[config.mk]
export PLATFORM = sky130hd
export DESIGN_NAME = tickGen
export DESIGN_NICKNAME = d
export VERILOG_FILES = /design/src/hw/tickGen.sv
export SDC_FILE = /design/constraint.sdc
export NUM_CORES = 1
export LEC_CHECK = 0
export ABC_CLOCK_PERIOD_IN_PS = 2400
export BUFFER_PORTS_ARGS = -buffer_cell sky130_fd_sc_hd__buf_4
export CORE_MARGIN = 1
export CORE_UTILIZATION = 50
export DETAILED_ROUTE_END_ITERATION = 10
export PLACE_DENSITY = 0.67
export SYNTH_ARGS = -nofsm -noshare
export SYNTH_HDL_FRONTEND = slang
export SYNTH_SLANG_ARGS = --single-unit
[constraint.sdc]
create_clock -name clk -period 2.4 [get_ports clk]
set_clock_uncertainty 0.2 [all_clocks]
set_input_delay 0.12 -clock clk [delete_from_list [all_inputs] [get_ports clk]]
set_output_delay 0.12 -clock clk [all_outputs]
set_load 0.005 [all_outputs]
[src/hw/tickGen.sv]
`timescale 1ns/1ps

module tickGen #(
    parameter int TICK_DIV = 120_000
) (
    input  logic clk,
    input  logic reset,
    output logic tick
);

    localparam int CW = $clog2(TICK_DIV + 1);

    logic [CW-1:0] count;

    // Wrap-around divider, replaces the slow board clock
    always_ff @(posedge clk or posedge reset) begin
        if (reset) begin
            count <= '0;
        end else if (count == CW'(TICK_DIV - 1)) begin
            count <= '0;                             // Period complete
        end else begin
            count <= count + 1'b1;
        end
    end

    assign tick = (count == CW'(TICK_DIV - 1));      // One clock per period

endmodule

# ---- After elaboration in Yosys (flattened, before gate mapping)
# Cells that the tools add are included.
dict set report totals {
  regBits 17
  inputBits 2
  output_inout_bits 1
  wordCells 4
}
dict set report op_classes {
  addsub 1
  n_eq_ne 1
  mux 1
}
# op n
set op_table {}
lappend op_table {{adder 17 x 1 -> 17 bit, second input constant} 1}
lappend op_table {{equality test 17 bit, second input constant} 1}
lappend op_table {{two-way mux 17 bit} 1}

# ---- Depth between registers and ports, before layout
dict set report logic_depth {
  word_depth 2
  depth_mapped 6
  mapped_depth_nobuf 5
}

# ---- Worst setup path after synthesis
# OpenSTA, ideal clock, no wires.
dict set report synth_timing {
  path_kind {reg2reg}
  from {register count[0]}
  to {register count[10]}
  setup_time_ns 0.119
  arrival_ns 1.361
  required_ns 2.081
  path_slack_ns 0.720
  stages_incl_launch_ff 7
  n_path_buf 1
  synth_period_minus_slack_ns 1.680
  cell_sequence {dfrtp_1 > ha_1 > and4_1 > nand4_1 > nor3_2 > buf_4 > nor2_1}
}
dict set report synth_between {
  elab_chain_len 2
  elab_cells_between_ends 3
}
# item line
set synth_lines {}
lappend synth_lines {{from (decl)} 13} ;# logic [CW-1:0] count;
lappend synth_lines {{from (signal assigned)} 22} ;# count <= count + 1'b1;
lappend synth_lines {{equality test 17 bit} -}
lappend synth_lines {{net tick} 8} ;# output logic tick
lappend synth_lines {{two-way mux 17 bit} 19} ;# end else if (count == CW'(TICK_DIV - 1)) begin
# The timed path passes the listed nets, and every way through them passes these cells.

# ---- Worst setup path after layout
dict set report layout_timing {
  from {register count[0]}
  to {output port tick}
}
dict set report layout_between {
  elab_chain_len 1
}
# item line
set layout_lines {}
lappend layout_lines {{equality test 17 bit} 26} ;# assign tick = (count == CW'(TICK_DIV - 1));
lappend layout_lines {{to (decl)} 8}
# Every way passes these cells.

==> flow_metrics.py <==
metrics = {
    "layout": {
        "top_register": "count",
        "fill_cells": 136,
        "reg_top3": "count x17",
        "antennaDiodeCount": 0,
        "syn_to_final_growth_pct": 11.8,
        "finalInstanceArea_sq_um": 951,
        "final_util_pct": 61.7,
        "drive_above_1_share_pct": 18.4,
        "nets": 91,
        "final-instance-count-excl-fill": 103,
        "largest_reg_flops": 17,
        "most-common-layout-cells": "dfrtp_1, xnor2_1, nor2_1",
        "final_common_cell": "dfrtp_1",
    },
    "routing": {
        "vias": 590,
        "drc": 0,
        "antenna_left": 0,
        "wl_per_cell_um": 13.6,
        "drt-initial-drc-count": 1,
        "avgViaCountPerCell": 5.73,
        "drt_pass1_iterations": 4,
        "routed_wl_um": 1400,
    },
    "die": {
        "num_rows": 14,
        "dieArea_sq_um": 1870,
        "start_util_pct": 55.2,
        "die_y_um": 43.3,
        "die_x_um": 43.3,
        "ios": 3,
        "coreArea_sq_um": 1540,
    },
    "power": {
        "power_switching_share_pct": 20.6,
        "pwr-share-comb_pct": 1.8,
        "p_int_mw": 0.353,
        "p_sw_mw": 0.0916,
        "pwr-share-clk_pct": 33.8,
        "ir_drop_uv": 315,
        "leakagePower_nw": 0.425,
        "seqPwrFrac_pct": 64.4,
        "power_density_nw_per_um2": 467,
    },
    "place": {
        "dp.cells": 94,
        "gp_congestion": 0.772,
        "io_buffers": 2,
        "hpwl_um": 1000,
        "dpl_cell_area_sq_um": 878,
    },
    "global_route": {
        "antenna_found_initial": 0,
        "grt-ovfl-total": 0,
        "grt_util_all_layers_pct": 18.1,
        "grt_pass1_vias": 582,
        "grt_pass1_wl_um": 2480,
        "grt_max_degree": 18,
    },
    "critical_path": {
        "worstSetupStartpoint": "count[0]$_DFF_PP0_",
        "endpoint": "tick",
        "crit_path_max_fanout": 6,
        "endpoint_kind": "output port",
        "timing_worst_setup_path_type": "flop to output port",
        "reg2reg_depth": 6,
        "worst_ep_required_time_ns": 2.08,
        "start_kind": "flop",
        "critPathArrivalTime_ns": 1.88,
        "r2r_setup_slack_ns": 0.44,
        "rr_endpoint": "count[14]$_DFF_PP0_",
        "timing.rr.start": "count[0]$_DFF_PP0_",
    },
    "logic_synthesis": {
        "ys_seq_area_share_pct": 50.0,
        "synth_seq_cells": 17,
        "syn_area_sq_um": 851,
        "syn_inst": 77,
        "synth_edf_count": 0,
        "yosys_warnings": 0,
        "yosys.cell_types.count": 24,
        "syn_avg_cell_area_sq_um": 11.0,
        "async_reset_ff_share_pct": 100,
        "syn_nets": 80,
        "synth_flop_cell": "dfrtp_1",
    },
    "sta": {
        "drv_slew": 0,
        "rsz0062_at_grt": "false",
        "fin_crit_sh_pct": 91.6,
        "setup_viol": 0,
        "min_period_ns": 2.20,
        "setup_tns_ns": 0,
        "fmax_mhz": 455,
        "worst_pin_slew_ns": 0.645,
        "max_slew_margin_pct": 57.0,
        "hold_viol_final": 0,
    },
    "min_path": {
        "hold_class": "primary input to asynchronous set/reset pin",
    },
    "clock_tree": {
        "cts_tree": "yes",
        "htree_levels": 1,
        "numClockSinks": 17,
        "clockBufferDepth": 2,
        "clk_pin_slew_ns": 0.10,
        "root_buffer": "clkbuf_4",
        "cts_buffers": 3,
        "clk_latency_ns": 0.29,
    },
    "job": {
        "maxCapViolCount": 0,
    },
    "run_status": {
        "status": "finished, final reports clean",
    },
}
[routing by layer]
layer	track usage, %	part of all wire (%)	vias to the layer above
met2	28.7	47	6
met5	0	0	-
met4	9.09	1.6	0
met3	2.55	1.6	4
li1	-	-	287
met1	24.0	50	293
[stage by stage]
step | hold WS, ns | setup WS, ns | power (mW)
after floorplan | -0.154 | 0.720 | 0.296
after global placement | 0.0356 | 0.298 | 0.299
after detailed placement | 0.0477 | 0.267 | 0.299
after CTS | 0.287 | 0.0711 | 0.450
after global routing | 0.307 | 0.0543 | 0.458
final | 0.268 | 0.202 | 0.445
[cell usage after synthesis (2+ instances only)]
cell type | number | share of area, %
inv_1 | 3 | 1.3
nor3_1 | 3 | 1.8
nand4_1 | 3 | 2.2
nand2_1 | 4 | 1.8
nor2_1 | 10 | 4.4
dfrtp_1 | 17 | 50
nand3_2 | 2 | 2.4
xnor2_1 | 11 | 11
nand3_1 | 5 | 2.9
nor4_1 | 3 | 2.2
xor2_1 | 3 | 3.1
[cells by family (layout without fill, tap and decap cells)]
logic type | after synthesis | in the layout | share of synthesized area (%)
compound gates | 1 | 1 | 0.883
flops | 17 | 17 | 50.0
fa+ha+maj | 1 | 1 | 1.47
simple gates | 39 | 39 | 29.9
xor+xnor | 14 | 14 | 14.4
mux | 1 | 1 | 1.18
buf+inv | 4 | 14 | 2.21
[critical path, cell delays in order (launching register included)]
cell     delay [ns]
dfrtp_1        0.39
ha_1           0.24
and4_1         0.26
nand4_1        0.18
nor3_4         0.35
buf_4          0.17
[power by group through the flow]
stage / combinational, mW / sequential, mW / clock [mW]
global placement: 0.00684 / 0.292 / 0
CTS: 0.00828 / 0.286 / 0.155
floorplan: 0.00431 / 0.292 / 0
finish: 0.00790 / 0.286 / 0.150
detailed placement: 0.00708 / 0.292 / 0
global route: 0.00969 / 0.286 / 0.163
[what timing repair did]
| action | in CTS | in global routing |
|---|---|---|
| endpoints found under the hold margin | 17 | 0 |
| resized for setup | 1 | 0 |
| cloned | 0 | 0 |
| setup buffers | 0 | 4 |
| pin swaps | 0 | 1 |
| setup endpoints to repair | 1 | 1 |
| hold buffers | 1 | 0 |
[worst min-delay path by stage]
stage / startpoint / endpoint / cells after the start
finish: reset / count[11]$_DFF_PP0_ / 3
floorplan: reset / count[0]$_DFF_PP0_ / 1
global placement: reset / count[9]$_DFF_PP0_ / 2
CTS: reset / count[9]$_DFF_PP0_ / 3
global route: count[0]$_DFF_PP0_ / count[0]$_DFF_PP0_ / 1
detailed placement: reset / count[9]$_DFF_PP0_ / 2
[final cells by class]
class / instances / area, sq um / share of cell area [%]
multi-input combinational: 56 / 413 / 43.4
inverter: 3 / 11.3 / 1.18
tap: 16 / 20.0 / 2.11
sequential: 17 / 425 / 44.7
clock buffer: 4 / 26.3 / 2.76
timing repair buffer: 7 / 55.1 / 5.79
(Power assumes the default switching activity.)
