==> config.mk <==
export PLATFORM = sky130hd
export DESIGN_NAME = hexDisplay
export DESIGN_NICKNAME = d
export VERILOG_FILES = /design/src/hw/boardPkg.sv /design/src/hw/hexDisplay.sv
export SDC_FILE = /design/constraint.sdc
export NUM_CORES = 1
export LEC_CHECK = 0
export BUFFER_PORTS_ARGS = -buffer_cell sky130_fd_sc_hd__buf_2
export CAP_MARGIN = 20
export CORE_MARGIN = 2
export CORE_UTILIZATION = 50
export DETAILED_ROUTE_END_ITERATION = 7
export PLACE_DENSITY = 0.94
export SYNTH_ARGS = -nofsm -noshare
export SYNTH_HDL_FRONTEND = slang
export SYNTH_SLANG_ARGS = --single-unit
==> constraint.sdc <==
create_clock -name vclk -period 2
set_input_delay 0.4 -clock vclk [all_inputs]
set_output_delay 0.4 -clock vclk [all_outputs]
set_load 0.01 [all_outputs]
==> src/hw/boardPkg.sv <==
package boardPkg;

    // **************************************************
    // Board I/O widths
    // **************************************************
    localparam int numDigits = 8;                    // Seven-segment digits on the board

    typedef logic [20:0]              pbVec;         // Push buttons, key n is bit n
    typedef logic [7:0]               segVec;        // dp gfedcba, active high
    typedef logic [7:0]               ledVec;        // One LED bar
    typedef logic [3:0]               hexDigit;      // One key value
    typedef logic [4*numDigits-1:0]   digitReg;      // Digit n sits in nibble n

    // Key assignments
    localparam int keyClear  = 16;                   // Clears the display register
    localparam int resetKeyA = 0;                    // Reset combination 0 + 3 + 16
    localparam int resetKeyB = 3;
    localparam int resetKeyC = 16;

    // Hex value to gfedcba glyph, lower-case b and d
    function automatic segVec hexToSeg(hexDigit d);
        segVec seg;
        case (d)
            4'h0: seg = 8'h3F;
            4'h1: seg = 8'h06;
            4'h2: seg = 8'h5B;
            4'h3: seg = 8'h4F;
            4'h4: seg = 8'h66;
            4'h5: seg = 8'h6D;
            4'h6: seg = 8'h7D;
            4'h7: seg = 8'h07;
            4'h8: seg = 8'h7F;
            4'h9: seg = 8'h6F;
            4'hA: seg = 8'h77;
            4'hB: seg = 8'h7C;                       // b
            4'hC: seg = 8'h39;
            4'hD: seg = 8'h5E;                       // d
            4'hE: seg = 8'h79;
            4'hF: seg = 8'h71;
        endcase
        return seg;                                  // Decimal point stays dark
    endfunction

    // Pick digit n out of the display register
    function automatic hexDigit digitAt(digitReg r, int n);
        return r[n*4 +: 4];
    endfunction

endpackage

==> src/hw/hexDisplay.sv <==
`timescale 1ns/1ps

module hexDisplay (
    input  boardPkg::digitReg digits,
    output boardPkg::segVec   ss7,
    output boardPkg::segVec   ss6,
    output boardPkg::segVec   ss5,
    output boardPkg::segVec   ss4,
    output boardPkg::segVec   ss3,
    output boardPkg::segVec   ss2,
    output boardPkg::segVec   ss1,
    output boardPkg::segVec   ss0
);
    import boardPkg::*;

    // One decoder per digit, ss0 is the rightmost
    assign ss0 = hexToSeg(digitAt(digits, 0));
    assign ss1 = hexToSeg(digitAt(digits, 1));
    assign ss2 = hexToSeg(digitAt(digits, 2));
    assign ss3 = hexToSeg(digitAt(digits, 3));
    assign ss4 = hexToSeg(digitAt(digits, 4));
    assign ss5 = hexToSeg(digitAt(digits, 5));
    assign ss6 = hexToSeg(digitAt(digits, 6));
    assign ss7 = hexToSeg(digitAt(digits, 7));       // Oldest digit on the left

endmodule

# Word-level counts from Yosys, hierarchy flattened
# Memories as Yosys holds them, arrays and structs flattened.
# Cells that the tools add are included.
# totals
latch_bits	0
mem_count	8
out_inout_bits	64
inputBits	32
ramBits	0
reg_bits	0
mem_bits_ro	896
# memory_table
memory	depth	word_bits	read_ports	rd_clocked_by_memory_dff	write_ports	line	source
(no name shown)	16	7	1	0	0	boardPkg.sv:23	case (d)
(no name shown)	16	7	1	0	0	boardPkg.sv:23	
(no name shown)	16	7	1	0	0	boardPkg.sv:23	
(no name shown)	16	7	1	0	0	boardPkg.sv:23	
(no name shown)	16	7	1	0	0	boardPkg.sv:23	
(no name shown)	16	7	1	0	0	boardPkg.sv:23	
+2 memories	--	--	--	--	--	--	
# op_classes
n_shift	0
mul	0
n_mux	0
n_lt_le_gt_ge	0
div	0
n_eq_ne	0
n_bitwise	0
add_sub_neg	0
n_reduce_logical	0

# Logic depth before layout (Yosys ltp)
# An unclocked memory read counts as a cell.
# depth
word_depth	1
mapped_depth	5

# Least setup slack after synthesis
# No wires, ideal clock.
# synth_path
path_type	input port to output port
from	input digits[17]
to	output ss4[3]
setup_slack_ps	297
t_required_ps	1600
n_path_buf	0
arrival_time_ps	1303
path_stages	5
cell_sequence	inv_1 -> ha_1 -> inv_1 -> mux4_2 -> inv_1
# synth_between
elab_chain_len	1
# synth_lines
element	line	source
start, declared	hexDisplay.sv:4	input boardPkg::digitReg digits,
memory (16 x 7 bit)	--	
end, declared	hexDisplay.sv:8	output boardPkg::segVec ss4,
# Every way passes these cells.

# Worst setup path after layout
# layout_path
from	input digits[0]
to	output ss0[3]
# layout_between
elab_chain_len	1
# layout_lines
element	line	source
memory (16 x 7 bit)	--	
end, declared	hexDisplay.sv:12	output boardPkg::segVec ss0
# Every way passes these cells.

==> results.md <==
* DRT antenna net count at 0
* Vias in the first global route at 1758
* Critical-path top delay cell: mux4_2
* Worst Setup Start Kind: primary input
* Initial antenna violation count at 0
* DR WL met3 at 229 microns
* Syn avg cell area at 7.51 sq um
* Fin crit share at 97.2%
* Detailed-router iteration count before antenna repair at 4
* Remaining Overflow, GRT at 0
* Static Leak at 1.33 nW
* Drt drc at 0
* Hold Crit Start: digits[6]
* Post-Synthesis Cells at 280
* WL per Instance at 11.5 microns
* Die ar. at 4740 sq um
* # hold bufs at CTS at 0
* Final hold slack at 1.17 ns
* Register area share after synthesis at 0%
* Via count at 2133
* Vias per std cell at 5.25
* Core Box Area at 4030 sq um
* Layout area overhead at 20.5%
* Row count at 23
* CP arrival at 1.54 ns
* Hold path depth at 3
* Sw Ratio at 56.0%
* Endpoint class of the critical path: output port
* WP data required at 1.60 ns
* All-Layer GR Usage at 17.7%
* MaxCap Viol Count at 0
* Fmax at 0.514 GHz
* Layout Nets at 446
* Largest net degree at the start of global routing at 14
* Final Critical Period at 1.94 ns
* Sequential cell count at 0
* Yosys cell types at 29
* DIE WIDTH at 68.8 microns
* Ant diodes at 0
* I/O Pins at 96
* Worst-path fanout max at 4
* Share of the synthesized area in the top cell type at 33.3%
* Finish-stage setup viols at 0
* Delay of the slowest critical-path stage at 0.44 ns
* First-pass GRT wire length at 6950 microns
* Die Ht at 68.8 microns
* Status: finished, final reports clean
* Psw at 309 uW
* Combinational share of power at 100.0%
* Sequential cell area at 0 sq um
* Starting Density at 52.2%
* Slew Limit Fails at 0
* YS warnings at 0
* Routability Congestion at 0.843
* PwrDens at 218 nW/um^2
* Post-DP HPWL at 3980 microns
* Worst setup path start: digits[0]
* # fillers at 335
* Share of cells above drive strength 1 at 34.6%
* Wire length on met1 at 1950 microns
* DR top layer: met3
* Pre-CTS WS at -0.00294 ns
* Crit Path Category: in2out
* Final hold viol count at 0
* Crit path cell chain: buf_2 > inv_2 > ha_1 > inv_1 > mux4_2 > inv_1 > buf_2
* Hold WC Path Type: in2out
* Hold path endpoint: ss1[5]
* Clk network pwr share at 0%
* Worst ir drop on vdd at 124 uV
* Drt total wl at 4660 microns
* Post-CTS setup buffer count at 0
* Top cells by area, synth: ha_1 (33%), mux4_2 (8.6%), inv_1 (7.5%), a21oi_1 (6.2%), nor2b_1 (5.4%)
* Met2 WL at 2480 microns
* Port Buffer Count at 88
* CLK BUF at 0
* Post-route setup slack at 0.0554 ns
* Syn Std Cell Area at 2100 sq um
* Sequential power share at 0%
* Internal at 243 uW
* Iter 0 DRT Violations at 55
* Cell taking the most area after synthesis: ha_1
==> layout make-up <==
type	count	area [sq um]	share of cell area, %
multi-input cells	221	1820	71.7
repair buffers	92	489	19.3
inverters	43	166	6.57
well taps	50	62.6	2.47
==> synthesized netlist by cell type, drive strengths merged, types with 3 or more instances <==
master / count
a22oi: 14
mux2: 5
inv: 43
a21oi: 26
nand3: 3
nand2b: 3
ha: 56
nor2b: 18
nand2: 9
o32a: 3
mux4: 8
nor3: 8
o21ai: 12
a211oi: 5
buf: 23
mux2i: 6
a22o: 4
o21bai: 7
nor2: 21
==> layer usage <==
layer	vias up	GRT usage [%]
li1	1095	-
met1	963	20.3
met2	75	37.5
met3	0	0.325
met4	0	0.490
met5	-	0
==> cells by family (layout without fill, tap and decap cells) <==
logic type      after synthesis  count (layout)  synth area share, %
xor+xnor                      1               1                0.417
compound gates               73              73                 22.1
mux                          19              19                 14.1
buf+inv                      66             135                 14.9
fa+ha+maj                    56              56                 33.3
simple gates                 64              64                 14.9
other cells                   1               8                0.178
==> worst max-delay path by stage <==
stage,depth (start not counted),to,slack (ns)
floorplan,5,ss4[3],0.30
global placement,7,ss6[3],0.04
detailed placement,7,ss6[3],-0.003
CTS,7,ss1[3],0.01
global route,7,ss2[3],-0.004
finish,7,ss0[3],0.06
==> through the flow <==
step / power [mW] / setup TNS [ns] / cell area, sq um / utilization (%) / cells
floorplan: 0.365 / 0 / 2130 / - / 287
global placement: 0.519 / 0 / 2510 / 62.4 / 406
detailed placement: 0.538 / -0.00294 / 2510 / 62.4 / 406
CTS: 0.541 / 0 / 2510 / 62.4 / 406
global route: 0.618 / -0.00352 / 2530 / 62.9 / 406
finish: 0.551 / 0 / 2530 / 62.9 / 406
==> cells in the final DEF, fill, tap and decap left out, drive strengths merged, types with 3 or more instances in the layout <==
cell type and n:
nand3 3, conb 8, a21oi 26, inv 43, o21ai 12, mux4 8
nor3 8, mux2i 6, buf 92, mux2 5, a211oi 5, nor2 21
a22oi 14, o21bai 7, nand2b 3, a22o 4, ha 56, nand2 9
o32a 3, nor2b 18
==> power groups by stage <==
stage / clock network, mW / registers [mW] / logic [mW]
after floorplan: 0 / 0 / 0.365
after global placement: 0 / 0 / 0.519
after detailed placement: 0 / 0 / 0.538
after CTS: 0 / 0 / 0.541
after global routing: 0 / 0 / 0.618
final: 0 / 0 / 0.551
==> worst max-delay path, delay by kind of cell <==
family                     cells  cell delay [ns]
muxes                          1             0.44
adders and majority gates      1             0.28
buffers and inverters          5             0.43
==> repair_timing <==
item	4_1_cts	5_1_grt
resized for setup	2	22
setup endpoints to repair	1	8
pin swaps	0	0
gates cloned	0	0
(Power assumes the default switching activity.)
