### src/hw/uartPkg.sv
package uartPkg;

    // One serial data byte, sent LSB first
    typedef logic [7:0] uartByte;

    // Transmitter phases
    typedef enum logic [1:0] {
        txIdle,                                      // Line high, waiting for start strobe
        txStartBit,                                  // Driving the low start bit
        txData,                                      // Eight data bits
        txStopBit                                    // High stop bit
    } txState;

    // Receiver phases
    typedef enum logic [1:0] {
        rxIdle,                                      // Watching for a falling edge
        rxStartBit,                                  // Confirming start bit at mid-bit
        rxData,                                      // Sampling eight data bits
        rxStopBit                                    // Checking the stop bit
    } rxState;

endpackage

### src/hw/uartTx.sv
`timescale 1ns/1ps

module uartTx #(
    parameter int CLKS_PER_BIT = 104
) (
    input  logic             clk,
    input  logic             reset,
    input  uartPkg::uartByte txData,
    input  logic             txStart,
    output logic             Tx,
    output logic             txBusy
);
    import uartPkg::*;

    localparam int            TW   = $clog2(CLKS_PER_BIT + 1);
    localparam logic [TW-1:0] LAST = TW'(CLKS_PER_BIT - 1);

    txState        state;
    logic [TW-1:0] timer;                            // Clocks into the current bit
    logic [2:0]    bitIdx;                           // Data bit being sent
    uartByte       shiftReg;                         // Bit 0 is the next data bit
    logic          txLine;
    logic          accept;
    logic          bitDone;

    assign accept  = txStart && (state == txIdle);   // Strobes while busy are dropped
    assign bitDone = (timer == LAST);
    assign txBusy  = (state != txIdle);
    assign Tx      = txLine;

    // **************************************************
    // Frame sequencer
    // **************************************************
    always_ff @(posedge clk or posedge reset) begin
        if (reset) begin
            state  <= txIdle;
            timer  <= '0;
            bitIdx <= '0;
            txLine <= 1'b1;                          // Idle high
        end else begin
            if (state == txIdle || bitDone) begin
                timer <= '0;
            end else begin
                timer <= timer + 1'b1;
            end
            case (state)
                txIdle: begin
                    if (accept) begin
                        state  <= txStartBit;
                        txLine <= 1'b0;              // Start bit from the next clock
                    end
                end
                txStartBit: begin
                    if (bitDone) begin
                        state  <= uartPkg::txData;   // Enum value, port has the same name
                        txLine <= shiftReg[0];
                        bitIdx <= '0;
                    end
                end
                uartPkg::txData: begin
                    if (bitDone) begin
                        if (bitIdx == 3'd7) begin
                            state  <= txStopBit;
                            txLine <= 1'b1;
                        end else begin
                            txLine <= shiftReg[0];
                            bitIdx <= bitIdx + 1'b1;
                        end
                    end
                end
                txStopBit: begin
                    if (bitDone) state <= txIdle;    // Busy ends with the stop bit
                end
                default: state <= txIdle;
            endcase
        end
    end

    // Byte latch and LSB-first shifter
    always_ff @(posedge clk) begin
        if (accept) begin
            shiftReg <= txData;
        end else if (bitDone && (state == txStartBit || state == uartPkg::txData)) begin
            shiftReg <= shiftReg >> 1;
        end
    end

endmodule

### config.mk
export PLATFORM = sky130hd
export DESIGN_NAME = uartTx
export DESIGN_NICKNAME = d
export VERILOG_FILES = /design/src/hw/uartPkg.sv /design/src/hw/uartTx.sv
export SDC_FILE = /design/constraint.sdc
export NUM_CORES = 1
export LEC_CHECK = 0
export BUFFER_PORTS_ARGS = -buffer_cell sky130_fd_sc_hd__buf_2
export CAP_MARGIN = 30
export CORE_UTILIZATION = 40
export CTS_BUF_LIST = sky130_fd_sc_hd__clkbuf_8
export CTS_CLUSTER_SIZE = 28
export DETAILED_ROUTE_END_ITERATION = 10
export GPL_TIMING_DRIVEN = 0
export PLACE_DENSITY_LB_ADDON = 0.12
export SYNTH_ARGS = -nofsm -noshare
export SYNTH_HDL_FRONTEND = slang
export SYNTH_SLANG_ARGS = --single-unit
### constraint.sdc
create_clock -name clk -period 2.23 [get_ports clk]
set_input_delay 0.3345 -clock clk [delete_from_list [all_inputs] [get_ports clk]]
set_output_delay 0.3345 -clock clk [all_outputs]
set_load 0.1 [all_outputs]
# After elaboration in Yosys (flattened, before gate mapping)
# Cells that the tools add are included.
[totals]
register_bits = 21
output_inout_bits = 2
[classes]
n_addsub = 2
n_eq_ne = 11
n_mux = 18
reduce_logical = 12
[ops]
columns = ["cell", "n"]
rows = [
  ["$mux 8", 2],
  ["$ne 2x2->1 const B", 6],
  ["$mux 2", 5],
  ["$mux 3", 3],
  ["$pmux 2 s4", 1],
  ["$reduce_and 4->1", 2],
  ["$add 7x1->7 const B", 1],
  ["$eq 7x7->1 const B", 1],
  ["$mux 7", 1],
  ["$pmux 3 s2", 1],
  ["$reduce_bool 2->1", 3],
  ["$reduce_and 5->1", 1],
  ["$eq 2x2->1 const B", 2],
  ["$mux 1", 4],
  ["$add 3x1->3 const B", 1],
  ["$eq 3x3->1 const B", 1],
  ["$pmux 1 s3", 1],
  ["$reduce_bool 3->1", 1],
  ["$eq 2x1->1 const B", 1],
  ["$logic_and 1x1->1", 2],
  ["$logic_not 2->1", 1],
  ["$logic_or 1x1->1", 2],
]

# Logic depth before layout (Yosys ltp)
[depth]
ltp_word = 5
ltp_mapped = 6
ltp_nobuf = 6

# Least setup slack after synthesis
# OpenSTA, ideal clock, no wires.
[synth_path]
kind = "flip-flop to flip-flop"
startpoint = "register state[0]"
endpoint = "register state[1]"
setup_ns = 0.128
arrival_ns = 1.869
required_ns = 2.102
path_slack_ns = 0.234
path_stages_with_launch = 7
path_buffers = 0
period_less_slack_ns = 1.996
cell_sequence = "dfrtp_1 -> inv_1 -> ha_1 -> inv_1 -> nor2_1 -> nor3_2 -> mux2_1"
[synth_via]
elab_chain_len = 4
elab_cells_between_ends = 12
[synth_rtl]
columns = ["item", "line", "rtl"]
rows = [
  ["start: declaration", "uartTx.sv:18", "txState state;"],
  ["start signal: assignment", "uartTx.sv:36", "state <= txIdle;"],
  ["start signal: assignment", "uartTx.sv:49", "state <= txStartBit;"],
  ["start signal: assignment", "uartTx.sv:55", "state <= uartPkg::txData;"],
  ["$logic_not 2->1", "uartTx.sv:26, uartTx.sv:46", ""],
  ["$logic_and 1x1->1", "uartTx.sv:26", "assign accept = txStart && (state == txIdle);"],
  ["$ne 2x2->1 (no source line)", "-", ""],
  ["$reduce_and 5->1 (no source line)", "-", ""],
]
# Parallel ways exist; a longest one is shown, timed or not.
# A chain may end at the register's enable or synchronous reset.

# Final worst setup path
[layout_path]
startpoint = "register state[0]"
endpoint = "output port txBusy"
[layout_via]
elab_chain_len = 1
[layout_rtl]
columns = ["item", "line", "rtl"]
rows = [
  ["$reduce_bool 2->1", "uartTx.sv:28", "assign txBusy = (state != txIdle);"],
  ["end: declaration", "uartTx.sv:11", "output logic txBusy"],
]
# No other way between the ends.

==> flow_metrics.py <==
metrics = {
    "run_status": {
        "status": "finished clean",
    },
    "critical_path": {
        "crit_chain": "inv_1, ha_1, inv_1, buf_2",
        "crit_fanout": 5,
        "crit_path_frequent_cell": "inv_1",
        "worst_ep_arrival_time_ps": 1560,
        "crit_cells": 4,
        "max_stage_delay_ps": 460,
        "worstPathRequired_ps": 1900,
        "path_class": "flop to primary output",
        "critPathTopFamily": "buffers and inverters",
        "crit_path_start_kind": "flop",
        "cp_slowest_cell": "buf_2",
        "crit_buf_inv": 3,
        "end_kind": "primary output",
        "rr_worst_depth": 6,
    },
    "cts": {
        "cts_root_buffer": "clkbuf_8",
        "cts_made_buffers": 3,
        "numClockSinks": 21,
        "ctsHoldBuffers": 0,
        "clk_latency_ps": 260,
        "cts_resized": 0,
        "cts_tree": "yes",
        "htreeDepth": 1,
        "post_cts_buffers": 0,
        "cts_max_path_buffers": 2,
        "clk_pin_slew_ps": 80,
    },
    "die": {
        "die_h_um": 55.1,
        "die_x_um": 55.1,
        "die_area_um2": 3040,
        "core_um2": 2570,
        "start_util": 0.440,
        "ios": 13,
        "num_rows": 18,
    },
    "sta": {
        "clock.fmax_ghz": 0.528,
        "relSlewSlack": 0.673,
        "worst_pin_slew_ps": 490,
        "finalCritPeriodShare": 0.850,
        "hold_viol": 0,
        "finClkSkew_ps": 3.84,
        "setup_tns_ps": 0,
        "finalCriticalPeriod_ps": 1900,
        "rsz0062_at_grt": "false",
        "worst_slack_ps": 335,
        "drv_slew": 0,
        "finalSetupViolations": 0,
    },
    "pwr": {
        "ir_drop_uv": 907,
        "power_density_nw_per_um2": 1200,
        "leakage_uw": 0.000565,
        "p_total_uw": 1520,
    },
    "final_layout": {
        "fin_area_um2": 1270,
        "drive_gt1_frac": 0.288,
        "area_delta_synth_final_pct": 12.7,
        "layout.nets": 130,
        "antennaDiodeCount": 0,
        "fin_cells": 141,
    },
    "min_path": {
        "hold_path_class": "input port to asynchronous set/reset pin",
    },
    "yosys": {
        "synthTopCellsByCount": "dfrtp_1, edfxtp_1, ha_1, mux2_2, nand2_1",
        "synth_largest_area_cell": "dfrtp_1",
        "synth.net_count": 113,
        "synth_cells": 95,
        "syn_area_um2": 1130,
        "yosysSeqAreaShare": 0.502,
        "yosysMostFrequentCell": "dfrtp_1",
        "syn_area_per_cell_um2": 11.9,
        "synth_top_cell_area_share": 0.266,
        "synth_area_leaders": "dfrtp_1, edfxtp_1, ha_1",
        "ys_async_sr_fraction": 0.619,
        "yosys_most_used_dff": "dfrtp_1",
        "synth-edff-count": 8,
        "ys_ff_latch": 21,
        "yosysWarningCount": 0,
        "yosys.cell_types.count": 33,
    },
    "drt": {
        "drc": 0,
        "wl_per_cell_um": 13.5,
        "postRouteAntennaNets": 0,
        "vias": 727,
        "drt-pass1-iter-count": 4,
        "avgViaCountPerCell": 5.16,
        "totalWireLength_um": 1900,
        "detail_route.iter0.violations": 13,
    },
    "placement": {
        "port_buffers": 12,
        "dpl.cell_count": 137,
        "gp_congestion": 0.775,
        "dp_worst_setup_slack_ps": 377,
        "place_hpwl_um": 1430,
        "place_area_um2": 1230,
    },
    "grt": {
        "grt_pass1_wl_um": 3120,
        "grt.total_usage": 0.149,
        "grt_pass1_vias": 691,
        "grt_max_degree": 14,
        "grt-ovfl-total": 0,
        "antenna_found_initial": 0,
    },
    "run": {
        "maxCapViolCount": 0,
    },
}
[where the power goes]
group          switching [uW]  internal [uW]
Combinational             412            260
Sequential               77.3            523
Clock                     127            124
[metrics by stage]
stage | hold WS [ps] | utilization
floorplan | 211 | -
global placement | 387 | 0.478
detailed placement | 391 | 0.478
CTS | 107 | 0.496
global route | 123 | 0.496
finish | 79.0 | 0.496
[state kept, by name, indices dropped and copies added (netlist names)]
name,count
state,2
timer,7
shiftReg,8
bitIdx,3
Tx,1
[cells in the final DEF (no fill, tap or decap), types with 2 or more instances in the layout]
master / synthesis / final
dfrtp_1: 12 / 12
edfxtp_1: 8 / 8
xor2_1: 2 / 2
xnor2_1: 2 / 2
nand3_1: 6 / 6
nand2_1: 7 / 7
mux2_2: 7 / 7
and2_1: 2 / 2
buf_2: 1 / 13
nor2_1: 3 / 3
nor2b_1: 3 / 3
and3_1: 3 / 3
a21oi_1: 2 / 2
ha_1: 7 / 7
o21ai_0: 5 / 5
inv_1: 5 / 5
clkbuf_8: 0 / 3
nor3_1: 3 / 3
nor3b_1: 2 / 2
[layout make-up]
| type | count | area [um2] |
|---|---|---|
| buffer | 2 | 16.3 |
| clock buffer | 3 | 41.3 |
| clock inverter | 1 | 5.00 |
| fill | 241 | 1290 |
| inverter | 5 | 18.8 |
| multi-input combinational | 67 | 527 |
| sequential | 21 | 567 |
| tap | 30 | 37.5 |
| timing repair buffer | 12 | 60.1 |
[cells by family after synthesis]
logic type	synth area share
AND/OR/NAND/NOR	0.176
flip-flops	0.502
multiplexers	0.0887
buffers and inverters	0.0310
AO/OA/AOI/OAI	0.0931
adder cells (fa/ha/maj)	0.0776
XOR/XNOR	0.0310
[worst paths after layout]
check | start | endpoint | slack (ps)
max in group asynchronous | reset | Tx$_DFFE_PP1P_ | 1800
worst max register to register | state[0]$_DFFE_PP0P_ | state[1]$_DFFE_PP0P_ | 360
min in group clk | txData[4] | shiftReg[4]$_DFFE_PP_ | 370
worst max-delay path | state[0]$_DFFE_PP0P_ | txBusy | 330
worst min-delay path | reset | timer[0]$_DFF_PP0_ | 80
worst min register to register | timer[0]$_DFF_PP0_ | timer[0]$_DFF_PP0_ | 460
[metal layers]
layer	track usage	part of all wire
met5	0	0
met2	0.233	0.46
met4	0.0500	0.0063
met1	0.202	0.52
met3	0.0328	0.017
Power figures use the tool's default switching activity.
