--- src/hw/uartPkg.sv ---
package uartPkg;

    // One serial data byte, sent LSB first
    typedef logic [7:0] uartByte;

    // Transmitter phases
    typedef enum logic [1:0] {
        txIdle,                                      // Line high, waiting for start strobe
        txStartBit,                                  // Driving the low start bit
        txData,                                      // Eight data bits
        txStopBit                                    // High stop bit
    } txState;

    // Receiver phases
    typedef enum logic [1:0] {
        rxIdle,                                      // Watching for a falling edge
        rxStartBit,                                  // Confirming start bit at mid-bit
        rxData,                                      // Sampling eight data bits
        rxStopBit                                    // Checking the stop bit
    } rxState;

endpackage

--- src/hw/uartRx.sv ---
`timescale 1ns/1ps

module uartRx #(
    parameter int CLKS_PER_BIT = 104
) (
    input  logic             clk,
    input  logic             reset,
    input  logic             Rx,
    output uartPkg::uartByte rxData,
    output logic             rxValid,
    output logic             rxError
);
    import uartPkg::*;

    localparam int            TW   = $clog2(CLKS_PER_BIT + 1);
    localparam logic [TW-1:0] LAST = TW'(CLKS_PER_BIT - 1);
    localparam logic [TW-1:0] MID  = TW'((CLKS_PER_BIT - 1) / 2);

    rxState        state;
    logic [TW-1:0] timer;
    logic [2:0]    bitIdx;
    uartByte       shiftReg;                         // Fills from the top, LSB first
    logic          rxMeta;
    logic          rxSync;
    logic          rxPrev;
    logic          fallEdge;
    logic          midStart;
    logic          bitDone;

    // Two-flop synchronizer plus edge history
    always_ff @(posedge clk or posedge reset) begin
        if (reset) begin
            rxMeta <= 1'b1;
            rxSync <= 1'b1;
            rxPrev <= 1'b1;
        end else begin
            rxMeta <= Rx;
            rxSync <= rxMeta;
            rxPrev <= rxSync;
        end
    end

    assign fallEdge = rxPrev && !rxSync;
    assign midStart = (timer == MID);                // Half a bit into the start bit
    assign bitDone  = (timer == LAST);               // One full bit from the last sample

    // **************************************************
    // Mid-bit sampler
    // **************************************************
    always_ff @(posedge clk or posedge reset) begin
        if (reset) begin
            state   <= rxIdle;
            timer   <= '0;
            bitIdx  <= '0;
            rxValid <= 1'b0;
            rxError <= 1'b0;
        end else begin
            rxValid <= 1'b0;                         // Pulses last one clock
            rxError <= 1'b0;
            timer   <= timer + 1'b1;
            case (state)
                rxIdle: begin
                    timer <= '0;
                    if (fallEdge) state <= rxStartBit;
                end
                rxStartBit: begin
                    if (midStart) begin
                        timer  <= '0;
                        bitIdx <= '0;
                        state  <= rxSync ? rxIdle : uartPkg::rxData;  // High here is a glitch
                    end
                end
                uartPkg::rxData: begin
                    if (bitDone) begin
                        timer <= '0;
                        if (bitIdx == 3'd7) state <= rxStopBit;
                        else bitIdx <= bitIdx + 1'b1;
                    end
                end
                rxStopBit: begin
                    if (bitDone) begin
                        state   <= rxIdle;
                        rxValid <= rxSync;
                        rxError <= !rxSync;          // Low stop bit is a framing error
                    end
                end
                default: state <= rxIdle;
            endcase
        end
    end

    // Data path
    always_ff @(posedge clk) begin
        if (state == uartPkg::rxData && bitDone) shiftReg <= {rxSync, shiftReg[7:1]};
        if (state == rxStopBit && bitDone && rxSync) rxData <= shiftReg;  // Good frames only
    end

endmodule

--- config.mk ---
export PLATFORM = sky130hd
export DESIGN_NAME = uartRx
export DESIGN_NICKNAME = d
export VERILOG_FILES = /design/src/hw/uartPkg.sv /design/src/hw/uartRx.sv
export SDC_FILE = /design/constraint.sdc
export NUM_CORES = 1
export LEC_CHECK = 0
export ABC_AREA = 0
export BUFFER_PORTS_ARGS = -buffer_cell sky130_fd_sc_hd__buf_2
export CAP_MARGIN = 30
export CORE_MARGIN = 3
export CORE_UTILIZATION = 42
export CTS_CLUSTER_DIAMETER = 50
export DETAILED_ROUTE_END_ITERATION = 6
export PLACE_DENSITY = 0.71
export SYNTH_ARGS = -nofsm -noshare
export SYNTH_HDL_FRONTEND = slang
export SYNTH_SLANG_ARGS = --single-unit
--- constraint.sdc ---
create_clock -name clk -period 5.3 [get_ports clk]
set_input_delay 0 -clock clk [delete_from_list [all_inputs] [get_ports clk]]
set_output_delay 0 -clock clk [all_outputs]
set_load 0.02 [all_outputs]
# Word-level counts from Yosys, hierarchy flattened
# Cells that the tools add are included.
# W data, S select, Z words.
# totals
reg_bits	33
inputBits	3
word_cells	51
output_inout_bits	10
# op_classes
eq_ne	12
n_reduce_logical	9
addsub	2
n_mux	18
# op_table
cell	count
$pmux W7 S3	1
$mux W7	2
$mux W2	6
$ne A2 B2 Y1 const B	6
$mux W3	3
$pmux W2 S4	1
$add A7 B1 Y7 const B	1
$eq A7 B6 Y1 const B	1
$eq A7 B7 Y1 const B	1
$pmux W3 S2	1
$reduce_and A5 Y1	1
$eq A2 B2 Y1 const B	2
$logic_and A1 B1 Y1	4
$mux W1	4
$reduce_and A4 Y1	1
$add A3 B1 Y3 const B	1
$eq A3 B3 Y1 const B	1
$eq A2 B1 Y1 const B	1
$logic_not A2 Y1	1
$reduce_bool A2 Y1	1
$logic_not A1 Y1	1

# Depth between registers and ports, before layout
# Gate-level depths: netlist of the first run.
# logic_depth
depth_word	4
ltp_mapped	6

# Worst setup path after synthesis of the first run
# No wires, ideal clock.
# synth_path
kind	flip-flop to flip-flop
startpoint	register timer[4]
endpoint	register shiftReg[0] (enable)
path_buffers	0
synth_period_minus_slack_ps	1919
path_stages_with_launch	4
required_time_ps	4912
setup_time_ps	388
path_slack_ps	3381
arrival_ps	1532
path_cell_list	dfrtp_1 and4b_1 nand2_2 nor3b_1
# synth_via
elab_chain_len	2
# synth_lines
item	line_no	rtl
start: declaration	uartRx.sv:20	logic [TW-1:0] timer;
start signal: assignment	uartRx.sv:60	timer <= timer + 1'b1;
$eq A7 B7 Y1	uartRx.sv:45	assign bitDone = (timer == LAST);
$logic_and A1 B1 Y1	uartRx.sv:94	if (state == uartPkg::rxData && bitDone) shiftReg <= {rxSync, shiftReg[7:1]};
end signal: assignment	uartRx.sv:94	
end: declaration	uartRx.sv:22	uartByte shiftReg;
# No other way between the ends.
# A chain may end at the register's enable or synchronous reset.

# Final worst setup path of the first run
# layout_path
startpoint	register timer[2]
endpoint	register rxData[7] (enable)
# layout_via
elab_chain_len	3
# layout_lines
item	line_no	rtl
$eq A7 B7 Y1	uartRx.sv:45	
$logic_and A1 B1 Y1 (2 in series)	uartRx.sv:95	if (state == rxStopBit && bitDone && rxSync) rxData <= shiftReg;
end signal: assignment	uartRx.sv:95	
end: declaration	uartRx.sv:9	output uartPkg::uartByte rxData,
# No other way between the ends.

==> results of run 1 <==
[where the power goes]
part	total, uW	switching [uW]	internal (uW)
sequential	354	53.5	301
combinational	103	52.9	50.2
clock	133	82.4	50.4
[through the flow]
stage	cells	util, %	hold WS (ns)	setup slack, ns	instance area [sq um]
2_1_floorplan	101	-	-0.0761	3.38	1370
3_3_place_gp	154	47.7	0.0992	3.22	1470
3_5_place_dp	155	47.8	0.110	3.52	1470
4_1_cts	165	50.2	0.306	3.50	1540
5_1_grt	165	50.2	0.301	3.37	1540
6_report	165	50.2	0.300	3.52	1540
[routing by layer]
| metal | track usage (%) | vias to the layer above | wire [um] |
|---|---|---|---|
| met2 | 20.4 | 21 | 1080 |
| met5 | 0 | - | 0 |
| met3 | 4.63 | 3 | 119 |
| li1 | - | 399 | - |
| met4 | 6.34 | 0 | 23 |
| met1 | 15.4 | 395 | 966 |
[cell families (layout without fill, tap and decap cells)]
family	count (synthesis)	count (layout)	synth area share [%]
simple gates	41	41	16.6
compound gates	12	12	8.02
buf+inv	6	26	2.28
xor+xnor	5	5	3.19
flops	33	33	66.3
fa+ha+maj	4	4	3.65
[sequential cells by signal, indices dropped and copies added, names as in the netlist, named ones only]
name      cells
state         1
rxError       1
bitIdx        3
rxData        8
rxPrev        1
rxSync        1
rxValid       1
rxMeta        1
shiftReg      8
timer         7
[repair_timing]
item / in CTS / in global routing
resized for setup: 0 / 0
hold buffers: 2 / 0
buffers inserted: 0 / 0
endpoints found under the hold margin: 15 / 0
[cells in the mapped netlist (2+ instances only)]
library cell	count	area [sq um]
dfstp_2	3	78.8
nor3b_1	2	15.0
edfxtp_1	16	480
xor2_1	2	17.5
nor2b_1	3	18.8
a311o_1	2	20.0
o22ai_1	2	12.5
dfrtp_1	14	350
nand2_1	8	30.0
nor2_1	11	41.3
and2_1	3	18.8
nand3b_1	2	15.0
nand3_1	4	20.0
ha_1	4	50.1
xnor2_1	3	26.3
inv_1	3	11.3
[area by class of cell]
type | count | area [sq um]
multi-input cells | 62 | 432
fillers | 281 | 1530
clock buffers | 6 | 41.3
well taps | 44 | 55.1
inverters | 3 | 11.3
repair buffers | 15 | 85.1
clock inverters | 2 | 10.0
flip-flops and latches | 33 | 910
[worst max-delay path, delay by kind of cell (launching register included)]
family,cells,cell delay [ns]
flops,1,0.48
simple gates,4,0.97
[path summary, 6_finish.rpt]
check | startpoint | to | depth (start not counted)
max | timer[2] | rxData[7] | 4
min | reset | timer[4] | 3
max reg2reg | timer[2] | rxData[7] | 4
min reg2reg | rxMeta | rxSync | 0
max in group asynchronous | reset | rxError | 3
min in group clk | Rx | rxMeta | 2
==> impl_metrics.json, run 1 <==
{
  "path_cells": "and4b_1, and2_4, and3_4, and2_1",
  "first_iter_violations": 20,
  "die_h_um": 63.2,
  "synth_edf_count": 16,
  "yosysWarningCount": 0,
  "min-delay-path-class": "in2async",
  "area_delta_synth_final_pct": 12.5,
  "synth_nets": 108,
  "cpPeakStageDelay_ns": 0.48,
  "final_hold_viol_count": 0,
  "rows": 20,
  "viasPerCell": 4.96,
  "coreArea_sq_um": 3080,
  "start_util_pct": 44.6,
  "grt_max_degree": 18,
  "mostFrequentLayoutCell": "edfxtp_1",
  "wl_um": 2180,
  "cts_made_buffers": 5,
  "outcome": "finished clean",
  "mappedNetlistArea_sq_um": 1370,
  "period_share_pct": 33.6,
  "synth_cells": 101,
  "dp_hpwl_um": 1510,
  "numPortBuffers": 12,
  "synth_area_per_cell_sq_um": 13.6,
  "drive_gt1_share_pct": 24.0,
  "grt-ovfl-total": 0,
  "cts_max_path_buffers": 2,
  "setup_viol": 0,
  "clk_latency_ns": 0.33,
  "synthFlopType": "edfxtp_1",
  "crit_arrival_ns": 1.79,
  "tightestPinTransition_ns": 0.647,
  "diodes": 0,
  "r2r_slack_ns": 3.52,
  "clkTransAtPathRegs_ns": 0.10,
  "ios": 13,
  "clock_skew_ns": 0.00631,
  "gp_congestion": 0.814,
  "grt.total_usage_pct": 12.9,
  "dieArea_sq_um": 3990,
  "end_kind": "register",
  "ys_seq_elements": 33,
  "cp-start-kind": "register",
  "total_power_uw": 590,
  "postRouteAntennaNets": 0,
  "async_flop_share_pct": 51.5,
  "cp_slowest_cell": "dfrtp_1",
  "max_slew_margin_pct": 56.8,
  "layout.nets": 127,
  "setup_tns_ns": 0,
  "crit_fanout": 8,
  "die_w_um": 63.2,
  "fin_crit_ns": 1.78,
  "critical_path_class": "reg2reg",
  "via_count": 818,
  "first_global_vias": 846,
  "cts_tree": "built",
  "drc": 0,
  "final_cell_mix": "16 x edfxtp_1, 14 x dfrtp_1, 13 x buf_2",
  "max_freq_mhz": 562,
  "yosysSeqAreaShare_pct": 66.3,
  "power_leakage_uw": 0.000631,
  "ctsRootBufferMaster": "clkbuf_4",
  "power_density_nw_per_um2": 382,
  "synth.distinct_cells": 35,
  "grt_pass1_wl_um": 3910,
  "ir_drop_mv": 0.221,
  "required_ns": 5.31,
  "first_pass_iters": 4,
  "rsz0062_at_grt": "no",
  "maxSlewViolCount": 0,
  "drv_cap": 0,
  "cts_htree_levels": 2,
  "antenna_found_initial": 0,
  "wl_per_cell_um": 13.2,
  "clock-sinks": 33
}
Power figures use the tool's default switching activity.
==> run 2: changes to the inputs <==
Clock period 5.3 ns to 1.86 ns, I/O delays scaled along.
==> impl_metrics.json, run 2 (synthesis gave the netlist of run 1 again) <==
{
  "total_power_uw": 1700,
  "drive_gt1_share_pct": 27.0,
  "p_switching_uw": 539,
  "grt.total_usage_pct": 11.1,
  "rows": 20,
  "max_slew_margin_pct": 56.9,
  "min-delay-path-class": "in2async",
  "p_clk_share_pct": 22.5,
  "numPortBuffers": 12,
  "diodes": 0,
  "pwr-share-seq_pct": 58.6,
  "drc": 0,
  "cp-start-kind": "register",
  "final_hold_viol_count": 0,
  "setup_viol": 0,
  "gp_congestion": 0.814,
  "clkTransAtPathRegs_ns": 0.11,
  "clock-sinks": 33,
  "crit_fanout": 8,
  "setup_tns_ns": 0,
  "outcome": "finished clean",
  "reg2reg_depth": 4,
  "wl_met2_um": 939,
  "postRouteAntennaNets": 0,
  "grt_pass1_wl_um": 3400,
  "cts_setup_buffers": 0,
  "die_h_um": 63.2,
  "layout.nets": 128,
  "seq_area_sq_um": 910,
  "required_ns": 1.90,
  "ir_drop_mv": 0.642,
  "fin_util_pct": 50.8,
  "cts_max_path_buffers": 2,
  "first_iter_violations": 17,
  "first_pass_iters": 4,
  "via_count": 802,
  "combPwrFrac_pct": 18.9,
  "drv_cap": 0,
  "dr_wl_met3_um": 102,
  "p_int_uw": 1160,
  "critical_path_class": "reg2reg",
  "wl_um": 2010,
  "multi_input_area_sq_um": 438,
  "grt-ovfl-total": 0,
  "first_global_vias": 749,
  "num-fill-cells": 271,
  "ctsRootBufferMaster": "clkbuf_4",
  "sw_frac_of_total_pct": 31.8,
  "max_freq_mhz": 604,
  "area_delta_synth_final_pct": 13.9,
  "dieArea_sq_um": 3990,
  "antenna_found_initial": 0,
  "viasPerCell": 4.83,
  "tightestPinTransition_ns": 0.645,
  "rsz0062_at_grt": "no",
  "cts_tree": "built",
  "power_density_nw_per_um2": 1080,
  "reg_top3": "rxData: 8 flops, shiftReg: 8 flops, timer: 7 flops",
  "power_leakage_uw": 0.000636,
  "clock_skew_ns": 0.00869,
  "maxSlewViolCount": 0,
  "cts_htree_levels": 2,
  "ios": 13,
  "crit_arrival_ns": 1.69,
  "die_w_um": 63.2,
  "mostFrequentLayoutCell": "edfxtp_1",
  "grt_max_degree": 18,
  "clk_latency_ns": 0.33,
  "final_cell_mix": "16 x edfxtp_1, 14 x dfrtp_1, 12 x buf_2",
  "top_layer_used": "met4",
  "wl_per_cell_um": 12.1,
  "coreArea_sq_um": 3080,
  "cts_made_buffers": 5,
  "fin_crit_ns": 1.65,
  "period_share_pct": 89.0,
  "wl_met1_um": 947,
  "dp_hpwl_um": 1410,
  "end_kind": "register",
  "start_util_pct": 44.6
}
[run 2: cell count changes in the layout (fill, tap and decap cells not counted)]
cell	previous run	this run
and2_1	3	2
and2_2	0	1
buf_2	13	12
buf_4	0	2
clkbuf_1	1	0
clkinvlp_4	0	1
nor3b_1	2	1
nor3b_2	0	1
[run 2: per-stage QoR]
stage	setup WS, ns	instance area [sq um]	cells	hold WS, ns
after floorplan	0.226	1380	101	-0.0761
after global placement	0.152	1490	156	0.105
after detailed placement	0.123	1490	156	0.108
after CTS	0.0993	1560	166	0.294
after global routing	0.107	1560	166	0.297
final	0.205	1560	166	0.298
[run 2: power by group through the flow]
| stage | registers [uW] | clock network, uW | logic [uW] |
|---|---|---|---|
| 2_1_floorplan | 947 | 0 | 322 |
| 3_3_place_gp | 1000 | 0 | 311 |
| 3_5_place_dp | 1000 | 0 | 324 |
| 4_1_cts | 991 | 400 | 326 |
| 5_1_grt | 1010 | 436 | 372 |
| 6_report | 994 | 381 | 321 |
[run 2: area by class of cell]
cell class	count	area share (%)
sequential	33	58.2
inverter	3	0.720
clock inverter	3	1.12
timing repair buffer	16	6.08
tap	44	3.52
multi-input combinational	62	28.0
clock buffer	5	2.40
[run 2: critical path: stages, from the launching register on]
cell,delay (ns)
dfrtp_1,0.44
and4b_1,0.30
and2_4,0.17
and3_4,0.20
and2_2,0.25
[run 2: repair_timing]
| item | in CTS | in global routing |
|---|---|---|
| hold buffers | 2 | 0 |
| setup endpoints to repair | 0 | 8 |
| hold endpoints to repair | 15 | 0 |
| gates resized for setup | 0 | 1 |
[run 2: layer usage]
layer | GRT usage (%) | vias to the layer above
li1 | - | 404
met1 | 12.9 | 376
met2 | 17.7 | 18
met3 | 5.17 | 4
met4 | 4.41 | 0
met5 | 0 | -
[run 2: final timing paths]
path / from / to / slack (ns)
setup reg to reg: timer[4] / rxData[7] / 0.21
hold reg to reg: rxMeta / rxSync / 0.36
min in group clk: Rx / rxMeta / 0.31
max in group asynchronous: reset / timer[0] / 1.14
setup / recovery: timer[4] / rxData[7] / 0.21
hold / removal: reset / timer[4] / 0.30
